## src/source/scan_test_pkg.sv

```systemverilog
// ----------------------------
// shared definitions for the scan chain test sequencer
// widths, sequencer state encoding and the packed buses
// used by the RTL and the testbench, always by scoped name
// ----------------------------
package scan_test_pkg;

  // ----------------------------
  // widths and sizes
  // ----------------------------
  // one sequencer period is 2**PHASE_WIDTH clock cycles
  localparam int PHASE_WIDTH     = 6;
  localparam int SCAN_LEN        = 16;
  // must be wide enough to hold SCAN_LEN itself
  localparam int SHIFT_CNT_WIDTH = 5;
  localparam int CAPTURE_DEPTH   = 16;

  // scan_load levels as seen by the chip
  localparam logic SCAN_MODE_SHIFT = 1'b0;
  localparam logic SCAN_MODE_LOAD  = 1'b1;

  // ----------------------------
  // sequencer states
  // ----------------------------
  typedef enum logic [3:0] {
    IDLE        = 4'd0,
    WAIT_TICK   = 4'd1,
    RESET_PULSE = 4'd2,
    TRIG_HIGH   = 4'd3,
    TRIG_LOW    = 4'd4,
    LOAD_DELAY  = 4'd5,
    LOAD_HIGH   = 4'd6,
    SHIFT_IN    = 4'd7,
    DONE        = 4'd8
  } seq_state_t;

  // ----------------------------
  // buses
  // ----------------------------
  // run settings, held stable by the host while req is high
  typedef struct packed {
    logic [PHASE_WIDTH-1:0] test_delay;
    logic [PHASE_WIDTH-1:0] trig_phase;
    logic [PHASE_WIDTH-1:0] scan_load_delay;
  } scan_test_cfg_t;

  // lines to the chip; reset_not is active low
  typedef struct packed {
    logic reset_not;
    logic trig_out;
    logic scan_load;
    logic scan_in;
  } asic_ctrl_t;

  typedef struct packed {
    logic dnn_out_0;
    logic dnn_out_1;
  } dnn_sample_t;

endpackage

```

## src/source/phase_decode.sv

```systemverilog
// ----------------------------
// free-running phase counter and phase strobes
// one period is 64 cycles; the strobes mark the step phase,
// two counts before it, and the trigger phase
// ----------------------------
`timescale 1ns/1ps

module phase_decode (
  input  logic                          clk,
  input  logic                          test_mask_reset_not,
  input  scan_test_pkg::scan_test_cfg_t cfg,
  output logic                          tick,
  output logic                          pre_tick,
  output logic                          trig_tick
);

  logic [scan_test_pkg::PHASE_WIDTH-1:0] phase_cnt;
  logic [scan_test_pkg::PHASE_WIDTH-1:0] pre_phase;

  // ----------------------------
  // phase counter
  // ----------------------------
  // wraps naturally at 2**PHASE_WIDTH
  always_ff @(posedge clk) begin
    if (test_mask_reset_not) begin
      phase_cnt <= '0;
    end else begin
      phase_cnt <= phase_cnt + 1'b1;
    end
  end

  // ----------------------------
  // strobes
  // ----------------------------
  // step phase minus two, modulo the period
  assign pre_phase = cfg.test_delay - scan_test_pkg::PHASE_WIDTH'(2);

  assign tick      = (phase_cnt == cfg.test_delay);
  // early by two so the shifter has settled by the step phase
  assign pre_tick  = (phase_cnt == pre_phase);
  assign trig_tick = (phase_cnt == cfg.trig_phase);

endmodule

```

## src/source/scan_sequencer.sv

```systemverilog
// ----------------------------
// test sequencer state machine
// runs one reset / trigger / scan-load / shift-in pass per host
// request and answers on the four-phase req/ack handshake
// every output is registered and moves with the state
// ----------------------------
`timescale 1ns/1ps

module scan_sequencer (
  input  logic                                      clk,
  input  logic                                      test_mask_reset_not,
  input  logic                                      req,
  output logic                                      ack,
  input  scan_test_pkg::scan_test_cfg_t             cfg,
  input  logic                                      tick,
  input  logic                                      pre_tick,
  input  logic                                      trig_tick,
  input  logic                                      bit0,
  input  logic [scan_test_pkg::SHIFT_CNT_WIDTH-1:0] shift_cnt,
  output logic                                      load_pattern,
  output logic                                      shift,
  output logic                                      clear,
  output logic                                      capture_en,
  output scan_test_pkg::asic_ctrl_t                 ctrl
);

  scan_test_pkg::seq_state_t             state;
  // periods spent in LOAD_DELAY, starting at one
  logic [scan_test_pkg::PHASE_WIDTH-1:0] delay_cnt;
  logic                                  shift_done;

  assign shift_done =
    (shift_cnt == scan_test_pkg::SHIFT_CNT_WIDTH'(scan_test_pkg::SCAN_LEN));

  always_ff @(posedge clk) begin
    if (test_mask_reset_not) begin
      state          <= scan_test_pkg::IDLE;
      delay_cnt      <= '0;
      ack            <= 1'b0;
      load_pattern   <= 1'b0;
      shift          <= 1'b0;
      clear          <= 1'b0;
      capture_en     <= 1'b0;
      ctrl.reset_not <= 1'b1;
      ctrl.trig_out  <= 1'b0;
      ctrl.scan_load <= scan_test_pkg::SCAN_MODE_LOAD;
      ctrl.scan_in   <= 1'b0;
    end else begin
      // strobes last one cycle unless set below
      load_pattern <= 1'b0;
      clear        <= 1'b0;
      shift        <= 1'b0;
      // scan data follows the shifter LSB one cycle late
      ctrl.scan_in <= bit0;

      case (state)
        scan_test_pkg::IDLE: begin
          // ack is always low here, so a new req can start a run
          if (req) begin
            state        <= scan_test_pkg::WAIT_TICK;
            load_pattern <= 1'b1;
            clear        <= 1'b1;
          end
        end

        scan_test_pkg::WAIT_TICK: begin
          if (tick) begin
            state          <= scan_test_pkg::RESET_PULSE;
            ctrl.reset_not <= 1'b0;
            ctrl.scan_load <= scan_test_pkg::SCAN_MODE_SHIFT;
          end
        end

        // chip reset held low for one full period
        scan_test_pkg::RESET_PULSE: begin
          if (tick) begin
            state          <= scan_test_pkg::TRIG_HIGH;
            ctrl.reset_not <= 1'b1;
          end
        end

        // ----------------------------
        // trigger pulse, one period wide at trig_phase
        // ----------------------------
        scan_test_pkg::TRIG_HIGH: begin
          if (trig_tick) begin
            ctrl.trig_out <= 1'b1;
          end
          if (tick) begin
            state <= scan_test_pkg::TRIG_LOW;
          end
        end

        scan_test_pkg::TRIG_LOW: begin
          if (trig_tick) begin
            ctrl.trig_out <= 1'b0;
          end
          if (tick) begin
            if (cfg.scan_load_delay == '0) begin
              state          <= scan_test_pkg::LOAD_HIGH;
              ctrl.scan_load <= scan_test_pkg::SCAN_MODE_LOAD;
              capture_en     <= 1'b1;
            end else begin
              state     <= scan_test_pkg::LOAD_DELAY;
              delay_cnt <= scan_test_pkg::PHASE_WIDTH'(1);
            end
          end
        end

        scan_test_pkg::LOAD_DELAY: begin
          if (tick) begin
            if (delay_cnt == cfg.scan_load_delay) begin
              state          <= scan_test_pkg::LOAD_HIGH;
              ctrl.scan_load <= scan_test_pkg::SCAN_MODE_LOAD;
              capture_en     <= 1'b1;
            end else begin
              delay_cnt <= delay_cnt + 1'b1;
            end
          end
        end

        // DNN outputs sampled while the comparators load
        scan_test_pkg::LOAD_HIGH: begin
          if (tick) begin
            state          <= scan_test_pkg::SHIFT_IN;
            ctrl.scan_load <= scan_test_pkg::SCAN_MODE_SHIFT;
            capture_en     <= 1'b0;
          end
        end

        // ----------------------------
        // serial shift-in, one bit per period
        // ----------------------------
        scan_test_pkg::SHIFT_IN: begin
          if (shift_done) begin
            state          <= scan_test_pkg::DONE;
            ctrl.scan_load <= scan_test_pkg::SCAN_MODE_LOAD;
            ack            <= 1'b1;
          end else if (pre_tick) begin
            shift <= 1'b1;
          end
        end

        // hold ack until the host drops req
        scan_test_pkg::DONE: begin
          if (!req) begin
            state <= scan_test_pkg::IDLE;
            ack   <= 1'b0;
          end
        end

        default: begin
          state <= scan_test_pkg::IDLE;
        end
      endcase
    end
  end

endmodule

```

## src/source/scan_pattern_shifter.sv

```systemverilog
// ----------------------------
// local scan pattern register
// loads the pattern at run start and shifts it right on each
// shift strobe, so bits leave LSB first; counts shifted bits
// ----------------------------
`timescale 1ns/1ps

module scan_pattern_shifter (
  input  logic                                      clk,
  input  logic                                      test_mask_reset_not,
  input  logic                                      load_pattern,
  input  logic [scan_test_pkg::SCAN_LEN-1:0]        pattern,
  input  logic                                      shift,
  output logic                                      bit0,
  output logic [scan_test_pkg::SHIFT_CNT_WIDTH-1:0] shift_cnt
);

  logic [scan_test_pkg::SCAN_LEN-1:0] pattern_q;

  always_ff @(posedge clk) begin
    if (test_mask_reset_not) begin
      pattern_q <= '0;
      shift_cnt <= '0;
    end else if (load_pattern) begin
      pattern_q <= pattern;
      shift_cnt <= '0;
    end else if (shift) begin
      // zero fill from the top
      pattern_q <= {1'b0, pattern_q[scan_test_pkg::SCAN_LEN-1:1]};
      shift_cnt <= shift_cnt + 1'b1;
    end
  end

  assign bit0 = pattern_q[0];

endmodule

```

## src/source/dnn_capture.sv

```systemverilog
// ----------------------------
// DNN output history
// shifts one sample per enabled cycle in at bit 0 and holds
// the last CAPTURE_DEPTH samples until the next clear
// ----------------------------
`timescale 1ns/1ps

module dnn_capture (
  input  logic                                    clk,
  input  logic                                    test_mask_reset_not,
  input  logic                                    clear,
  input  logic                                    capture_en,
  input  scan_test_pkg::dnn_sample_t              sample,
  output logic [scan_test_pkg::CAPTURE_DEPTH-1:0] history_0,
  output logic [scan_test_pkg::CAPTURE_DEPTH-1:0] history_1
);

  always_ff @(posedge clk) begin
    if (test_mask_reset_not || clear) begin
      history_0 <= '0;
      history_1 <= '0;
    end else if (capture_en) begin
      // newest sample at bit 0, oldest falls off the top
      history_0 <= {history_0[scan_test_pkg::CAPTURE_DEPTH-2:0], sample.dnn_out_0};
      history_1 <= {history_1[scan_test_pkg::CAPTURE_DEPTH-2:0], sample.dnn_out_1};
    end
  end

endmodule

```

## src/source/scan_test_top.sv

```systemverilog
// ----------------------------
// scan chain test sequencer, top level
// phase decode drives the sequencer, which steers the pattern
// shifter and the DNN capture; the chip lines leave as one bus
// ----------------------------
`timescale 1ns/1ps

module scan_test_top (
  input  logic                                    clk,
  input  logic                                    test_mask_reset_not,
  input  logic                                    req,
  output logic                                    ack,
  input  scan_test_pkg::scan_test_cfg_t           cfg,
  input  logic [scan_test_pkg::SCAN_LEN-1:0]      pattern,
  input  scan_test_pkg::dnn_sample_t              dnn_in,
  output scan_test_pkg::asic_ctrl_t               ctrl,
  output logic [scan_test_pkg::CAPTURE_DEPTH-1:0] history_0,
  output logic [scan_test_pkg::CAPTURE_DEPTH-1:0] history_1
);

  // phase strobes
  logic tick;
  logic pre_tick;
  logic trig_tick;

  // pattern shifter handshake
  logic                                      load_pattern;
  logic                                      shift;
  logic                                      bit0;
  logic [scan_test_pkg::SHIFT_CNT_WIDTH-1:0] shift_cnt;

  // capture control
  logic clear;
  logic capture_en;

  phase_decode phase_decode_i (
    .clk                 (clk),
    .test_mask_reset_not (test_mask_reset_not),
    .cfg                 (cfg),
    .tick                (tick),
    .pre_tick            (pre_tick),
    .trig_tick           (trig_tick)
  );

  scan_sequencer scan_sequencer_i (
    .clk                 (clk),
    .test_mask_reset_not (test_mask_reset_not),
    .req                 (req),
    .ack                 (ack),
    .cfg                 (cfg),
    .tick                (tick),
    .pre_tick            (pre_tick),
    .trig_tick           (trig_tick),
    .bit0                (bit0),
    .shift_cnt           (shift_cnt),
    .load_pattern        (load_pattern),
    .shift               (shift),
    .clear               (clear),
    .capture_en          (capture_en),
    .ctrl                (ctrl)
  );

  scan_pattern_shifter scan_pattern_shifter_i (
    .clk                 (clk),
    .test_mask_reset_not (test_mask_reset_not),
    .load_pattern        (load_pattern),
    .pattern             (pattern),
    .shift               (shift),
    .bit0                (bit0),
    .shift_cnt           (shift_cnt)
  );

  dnn_capture dnn_capture_i (
    .clk                 (clk),
    .test_mask_reset_not (test_mask_reset_not),
    .clear               (clear),
    .capture_en          (capture_en),
    .sample              (dnn_in),
    .history_0           (history_0),
    .history_1           (history_1)
  );

endmodule

```

## config.mk

```make
export PLATFORM = sky130hd
export DESIGN_NAME = scan_test_top
export DESIGN_NICKNAME = d
export VERILOG_FILES = /design/src/source/scan_test_pkg.sv /design/src/source/phase_decode.sv /design/src/source/scan_sequencer.sv /design/src/source/scan_pattern_shifter.sv /design/src/source/dnn_capture.sv /design/src/source/scan_test_top.sv
export SDC_FILE = /design/constraint.sdc
export NUM_CORES = 1
export LEC_CHECK = 0
export BUFFER_PORTS_ARGS = -buffer_cell sky130_fd_sc_hd__buf_2
export CAP_MARGIN = 30
export CORE_MARGIN = 2
export CORE_UTILIZATION = 50
export CTS_BUF_LIST = sky130_fd_sc_hd__clkbuf_2 sky130_fd_sc_hd__clkbuf_4 sky130_fd_sc_hd__clkbuf_8
export DETAILED_ROUTE_END_ITERATION = 12
export PLACE_DENSITY = 0.74
export SYNTH_ARGS = -nofsm -noshare
export SYNTH_HDL_FRONTEND = slang
export SYNTH_HIERARCHICAL = 1
export SYNTH_SLANG_ARGS = --single-unit
export TNS_END_PERCENT = 50
```

## constraint.sdc

```tcl
create_clock -name clk -period 2.4 [get_ports clk]
set_input_delay 0.24 -clock clk [delete_from_list [all_inputs] [get_ports clk]]
set_output_delay 0.24 -clock clk [all_outputs]
set_load 0.05 [all_outputs]
```

[Yosys cells after proc, flatten, opt, wreduce, memory -nomap -nowiden]
Cells that the tools add are included.
Cells by class
  $add $sub $neg: 4
  $mul: 0
  div/mod/pow operators: 0
  order comparisons: 0
  eq/ne operators: 29
  shifts and indexed selects: 0
  multiplexer cells: 36
  bitwise logic cells: 2
  reductions and logical operators: 21
Operator list (count)
  2-to-1 mux 4 bit: 10
  one-hot mux 4 bit (9 select lines): 1
  2-to-1 mux 16 bit: 2
  equality test 6 bit: 4
  2-to-1 mux 6 bit: 4
  inequality test 2 bit, second input constant: 12
  equality test 4 x 3 -> 1 bit, second input constant: 4
  adder 6 x 1 -> 6 bit, second input constant: 2
  2-to-1 mux 1 bit: 12
  one-hot mux 6 bit (2 select lines): 1
  AND reduction 10 bit: 1
  nonzero test 2 bit: 5
  AND reduction 3 bit: 3
  equality test 4 x 2 -> 1 bit, second input constant: 2
  inequality test 2 x 1 -> 1 bit, second input constant: 4
  AND reduction 7 bit: 1
  logical NOT 6 bit: 1
  one-hot mux 1 bit (2 select lines): 3
  AND reduction 6 bit: 1
  OR reduction 2 bit: 3
  subtractor 6 x 2 -> 6 bit, second input constant: 1
  adder 5 x 1 -> 5 bit, second input constant: 1
  equality test 5 bit, second input constant: 1
  AND reduction 5 bit: 1
  11 further kinds: 12
Word-level totals
  register bits: 77
  bits in latches: 0
  RAM bits: 0
  bits in read-only memories: 0
  output and inout port bits: 37
  memories kept: 0

[Depth between registers and ports, before layout]
  depth after elaboration: 4
  depth in mapped cells: 10
  gate-level depth less buffers: 8

[Cells and area by module]
Netlist, hierarchy kept.
Modules (own cells, without submodules)
  dnn_capture: instances 1, cells an instance 105, area an instance 1156.1 µm², sequential area each 640.6 µm²
  scan_sequencer: instances 1, cells an instance 131, area an instance 1118.6 µm², sequential area each 360.3 µm²
  scan_pattern_shifter: instances 1, cells an instance 94, area an instance 1002.2 µm², sequential area each 420.4 µm²
  phase_decode: instances 1, cells an instance 54, area an instance 454.2 µm², sequential area each 120.1 µm²

[Least setup slack after synthesis]
Ideal clock, no wire load.
  kind: register to register
  start: register phase_decode_i/phase_cnt[3] in the netlist's numbering
  end: register scan_sequencer_i/delay_cnt[3] in the netlist's numbering
  arrival: 1.946 ns
  slack: 0.384 ns
  cell stages (with the launch flop): 11
  cells stage by stage: dfxtp_1 > buf_2 > xnor2_1 > nand4_1 > nor3_1 > buf_2 > nand2b_1 > a311oi_2 > o21ai_1 > or3_1 > a21boi_1
Between the ends
  cells in the longest elaborated chain, start to end: 3
Ends and longest elaborated chain
  start, declared: RTL line phase_decode.sv:17  | logic [scan_test_pkg::PHASE_WIDTH-1:0] phase_cnt;
  start signal, assigned: RTL line phase_decode.sv:28  | phase_cnt <= phase_cnt + 1'b1;
  equality test 6 bit *: RTL line phase_decode.sv:38  | assign tick = (phase_cnt == cfg.test_delay);
  net tick: RTL line scan_test_top.sv:22  | logic tick;
  inequality test 2 bit (no line)
  AND reduction 5 bit (no line) *
  end signal, assigned: RTL line scan_sequencer.sv:105  | delay_cnt <= scan_test_pkg::PHASE_WIDTH'(1);
  end signal, assigned: RTL line scan_sequencer.sv:117  | delay_cnt <= delay_cnt + 1'b1;
  end, declared: RTL line scan_sequencer.sv:29  | logic [scan_test_pkg::PHASE_WIDTH-1:0] delay_cnt;
Mark *: on every way through the listed nets, which the timed path passes. The rest lies on a longest branch.
A chain may end at the register's enable or synchronous reset.

[Worst setup path in the final report]
  start: register phase_decode_i/phase_cnt[4] in the netlist's numbering
  end: register scan_sequencer_i/delay_cnt[3] in the netlist's numbering
The elaborated chain is that of the path after synthesis.

==> impl_summary.md <==
Run status
The run finished with clean final reports.

Clock tree
The clock insertion delay at the later pin of the skew report is 0.35 ns. The TritonCTS clock tree is yes. The tree is rooted in a sky130_fd_sc_hd__clkbuf_8. In this run, CTS created clock tree buffers numbering 9. The number of buffers on the longest clock path is 2.

The number of H-tree levels is 3. The clock-pin slew of the registers on the worst-case setup and hold paths is 0.10 ns. The number of clock sinks seen by CTS is 77.

Power
Cell internal power was estimated by the tool at approximately 1.9 mW. For this design the static power due to leakage is 1.651 nW. Sequential cells account for 51.1% of the total power.

The power density of the placed cells is 632.8 mW/mm^2. For this design the total switching power over the nets is 0.8393 mW. The switching share of total power is 30.38%.

Per report_power, the clock group accounts for between 30 and 40% of the total. The portion of total power attributed to combinational logic is 15.6%. Across the VDD grid, the largest voltage drop is 446.7 uV. The total design power is about 2.8 mW.

Floorplanning
In this run the core area contains 31 standard-cell rows. The top-level port count is 76. The die is between 90 and 100 um tall.

The total die area is between 0.008 and 0.009 sq mm. The die is 90.39 um wide. The area of the core is just over 0.007 sq mm. The starting density of the core is 51.44%.

Timing
The final number of hold-violating endpoints is 0. The number of endpoints failing setup at the final stage is 0. The slew of the pin with the lowest slew margin is 0.7117 ns. The final-layout setup total negative slack is 0 ns.

The worst relative slew slack is 52.49%. The maximum clock rate is 457.5 MHz. After layout, the worst path uses 91.07% of the clock period.

The minimum clock period after layout is about 2.2 ns. Setup repair after global routing left no endpoint under its margin. The worst setup skew after layout is 0.01453 ns. The number of pins exceeding their max-slew limit in the final report is 0.

Synthesis
Of the synthesized area, sequential elements account for 41.31%. Dividing the synthesized area by the synthesized cell count gives 9.716 sq um. The number of different library cells used by synthesis comes to between 50 and 60. The register bit total from synthesis is just under 80. The cell count after synthesis came out at around 380.

For this run, the leading register cell type out of synthesis is sky130_fd_sc_hd__dfxtp_1. Yosys mapped a number of flops with a built-in enable equal to 0. The Yosys step of the flow raised 6 warnings.

The number of nets in the synthesized netlist is 427. The mapped netlist covers 0.003731 sq mm. After synthesis, the share of flip-flops with an asynchronous set or reset is 0%.

Finish
The fraction of final layout cells with drive strength greater than 1 is 27.83%. The cell area after layout is between 0.004 and 0.005 sq mm. The repair_antennas step left the layout with diodes totalling 0. Counting the fill cells in the layout gives 654. The net count of the finished layout is 498. The area growth from synthesis to final layout is 17.04%.

Min path
The worst min-delay path category is in2reg.

Global routing
The via count of the first global-routing pass is 2830. In the global route stage, overall resource usage came out at 18.40%. The largest net degree at the start of global routing is 33. The global-route congestion overflow total is 0.

The first global-routing pass estimated around 13000 um of wire. The number of antenna violations at the first check in global routing was 0.

Critical path
STA classifies the critical path endpoint as a register. The worst-path maximum fanout is 10. The startpoint kind of the worst setup timing path is a register.

The buffers plus inverters on the worst setup path is 1. The data required time of the critical path is 2.68 ns. STA puts the critical path data arrival time at 2.46 ns. The maximum cell stage delay along the critical path is 0.37 ns.

The slowest stage of the critical path belongs to the cell sky130_fd_sc_hd__dfxtp_2. Grouping stages by cell kind, the critical path spends the most delay in simple AND/OR/NAND/NOR gates. The critical path goes through xnor2_2 -> nand4_1 -> nor3_1 -> buf_4 -> nand2b_1 -> a311oi_4 -> o21ai_2 -> or3_1 -> a21boi_1. The critical path start-end classification is reg2reg.

Route
The final route contains 2971 vias. The residual DRC count is 0. Before antenna repair, the detailed router went through 4 iterations. The total detailed-routing wirelength is 7375 um. The detailed router's first-iteration violation count is 107. Dividing the detail-routed wire length by the instance count gives 13.19 um. Once detail routing completed, the nets flagged for antenna violations numbered 0. In the routed layout, each cell is associated on average with a via count of 5.315.

Placement
Detailed placement ended at an HPWL of between 5000 and 6000 um. The global placement routability congestion is 0.8958. The count of input and output buffers is 75.

The instance area at placement is 0.004140 sq mm.

Flow run
The number of max-capacitance violations reported is 0.
layer usage:
| metal | global-route usage (%) | part of all wire, % | wire length [um] |
|---|---|---|---|
| met1 | 23.18 | 47 | 3476 |
| met2 | 31.08 | 47 | 3494 |
| met3 | 3.840 | 4.4 | 324 |
| met4 | 6.795 | 1.1 | 80 |
| met5 | 0 | 0 | 0 |
kinds of logic (layout without fill, tap and decap cells):
family	after synthesis	after routing	share of synthesized area [%]
and+or+nand+nor	131	131	18.91
DFF	77	77	41.31
AOI/OAI and AO/OA	66	66	13.55
muxes	50	50	13.58
buffers and inverters	29	105	4.762
xor gates and xnor gates	27	27	6.539
adders and majority gates	4	4	1.341
worst paths after layout:
path / start / endpoint / slack [ns] / cells after the start
hold / removal: dnn_in[0] / dnn_capture_i/history_1[0] / 0.12 / 3
setup / recovery: phase_decode_i/phase_cnt[4] / scan_sequencer_i/delay_cnt[3] / 0.21 / 9
setup reg to reg: phase_decode_i/phase_cnt[4] / scan_sequencer_i/delay_cnt[3] / 0.21 / 9
hold reg to reg: scan_pattern_shifter_i/pattern_q[0] / scan_sequencer_i/ctrl[0] / 0.48 / 1
flip-flops by register name, indices dropped and copies added (netlist names):
| signal | cells |
|---|---|
| phase_decode_i/phase_cnt | 6 |
| scan_sequencer_i/shift | 1 |
| scan_sequencer_i/ack | 1 |
| scan_sequencer_i/state | 4 |
| dnn_capture_i/history_1 | 16 |
| scan_sequencer_i/delay_cnt | 6 |
| scan_pattern_shifter_i/pattern_q | 16 |
| dnn_capture_i/history_0 | 16 |
| scan_sequencer_i/clear | 1 |
| scan_pattern_shifter_i/shift_cnt | 5 |
| scan_sequencer_i/capture_en | 1 |
| scan_sequencer_i/ctrl | 4 |
area by class of cell:
| type | count | area, sq um | share of cell area [%] |
|---|---|---|---|
| Multi-Input combinational cell | 278 | 2049 | 46.93 |
| Timing Repair Buffer | 84 | 442.9 | 10.14 |
| Sequential cell | 77 | 1546 | 35.42 |
| Clock inverter | 7 | 61.31 | 1.404 |
| Clock buffer | 9 | 123.9 | 2.837 |
| Tap cell | 99 | 123.9 | 2.837 |
| Inverter | 5 | 18.77 | 0.4298 |
power by group through the flow:
stage / clock network (mW) / logic, mW / registers [mW]
finish: 0.920 / 0.431 / 1.41
global route: 1.01 / 0.481 / 1.42
CTS: 0.949 / 0.423 / 1.41
detailed placement: 0 / 0.420 / 1.44
global placement: 0 / 0.412 / 1.44
floorplan: 0 / 0.341 / 1.42
cell usage in the layout, fill, tap and decap left out, types with 6 or more instances in the layout:
cell                        n
sky130_fd_sc_hd__buf_4      9
sky130_fd_sc_hd__nand3_1    7
sky130_fd_sc_hd__a21oi_1    9
sky130_fd_sc_hd__clkbuf_8   9
sky130_fd_sc_hd__nor2b_1   18
sky130_fd_sc_hd__nor2_1    46
sky130_fd_sc_hd__buf_2     75
sky130_fd_sc_hd__xor2_1     8
sky130_fd_sc_hd__nor3_1     7
sky130_fd_sc_hd__mux2i_1   48
sky130_fd_sc_hd__dfxtp_1   73
sky130_fd_sc_hd__nand2b_1   6
sky130_fd_sc_hd__nand4_1    8
sky130_fd_sc_hd__nand2_1   11
sky130_fd_sc_hd__a211oi_1  13
sky130_fd_sc_hd__xnor2_1   15
per-stage QoR:
step           hold WS, ns  setup slack, ns  cells  utilization [%]
2_1_floorplan       0.3067           0.3837    384                -
3_3_place_gp        0.4512           0.2709    543            57.08
3_5_place_dp        0.4558           0.1665    543            57.08
4_1_cts             0.1059           0.1494    559            59.63
5_1_grt             0.1146          0.05614    559            60.20
6_report            0.1233           0.2144    559            60.20
worst min-delay path: stages:
cell,delay [ns]
sky130_fd_sc_hd__buf_2,0.08
sky130_fd_sc_hd__mux2i_1,0.05
sky130_fd_sc_hd__nor2_1,0.07
Yosys cell counts, drive strengths merged, types with 3 or more instances:
library cell | instances | area, sq um
a211oi | 17 | 147.6
a21oi | 12 | 71.32
a311oi | 4 | 41.29
a31oi | 4 | 31.28
and2 | 4 | 25.02
buf | 19 | 138.9
clkbuf | 5 | 20.01
dfxtp | 77 | 1541
ha | 4 | 50.05
inv | 5 | 18.77
mux2i | 48 | 480.5
nand2 | 11 | 41.29
nand2b | 6 | 37.54
nand3 | 7 | 35.03
nand3b | 3 | 22.52
nand4 | 10 | 75.07
nor2 | 46 | 172.7
nor2b | 18 | 112.6
nor3 | 7 | 35.03
nor3b | 3 | 22.52
nor4 | 3 | 25.02
o211ai | 4 | 30.03
o21a | 3 | 30.02
o21ai | 8 | 40.03
o31ai | 5 | 37.54
or2 | 4 | 25.02
xnor2 | 19 | 173.9
xor2 | 8 | 70.07
timing repair:
action / CTS / global route
buffers inserted: 0 / 0
resized for setup: 0 / 8
hold buffers: 0 / 0
endpoints found under the setup margin: 0 / 4
No activity file was read; power rests on OpenSTA's default activity.
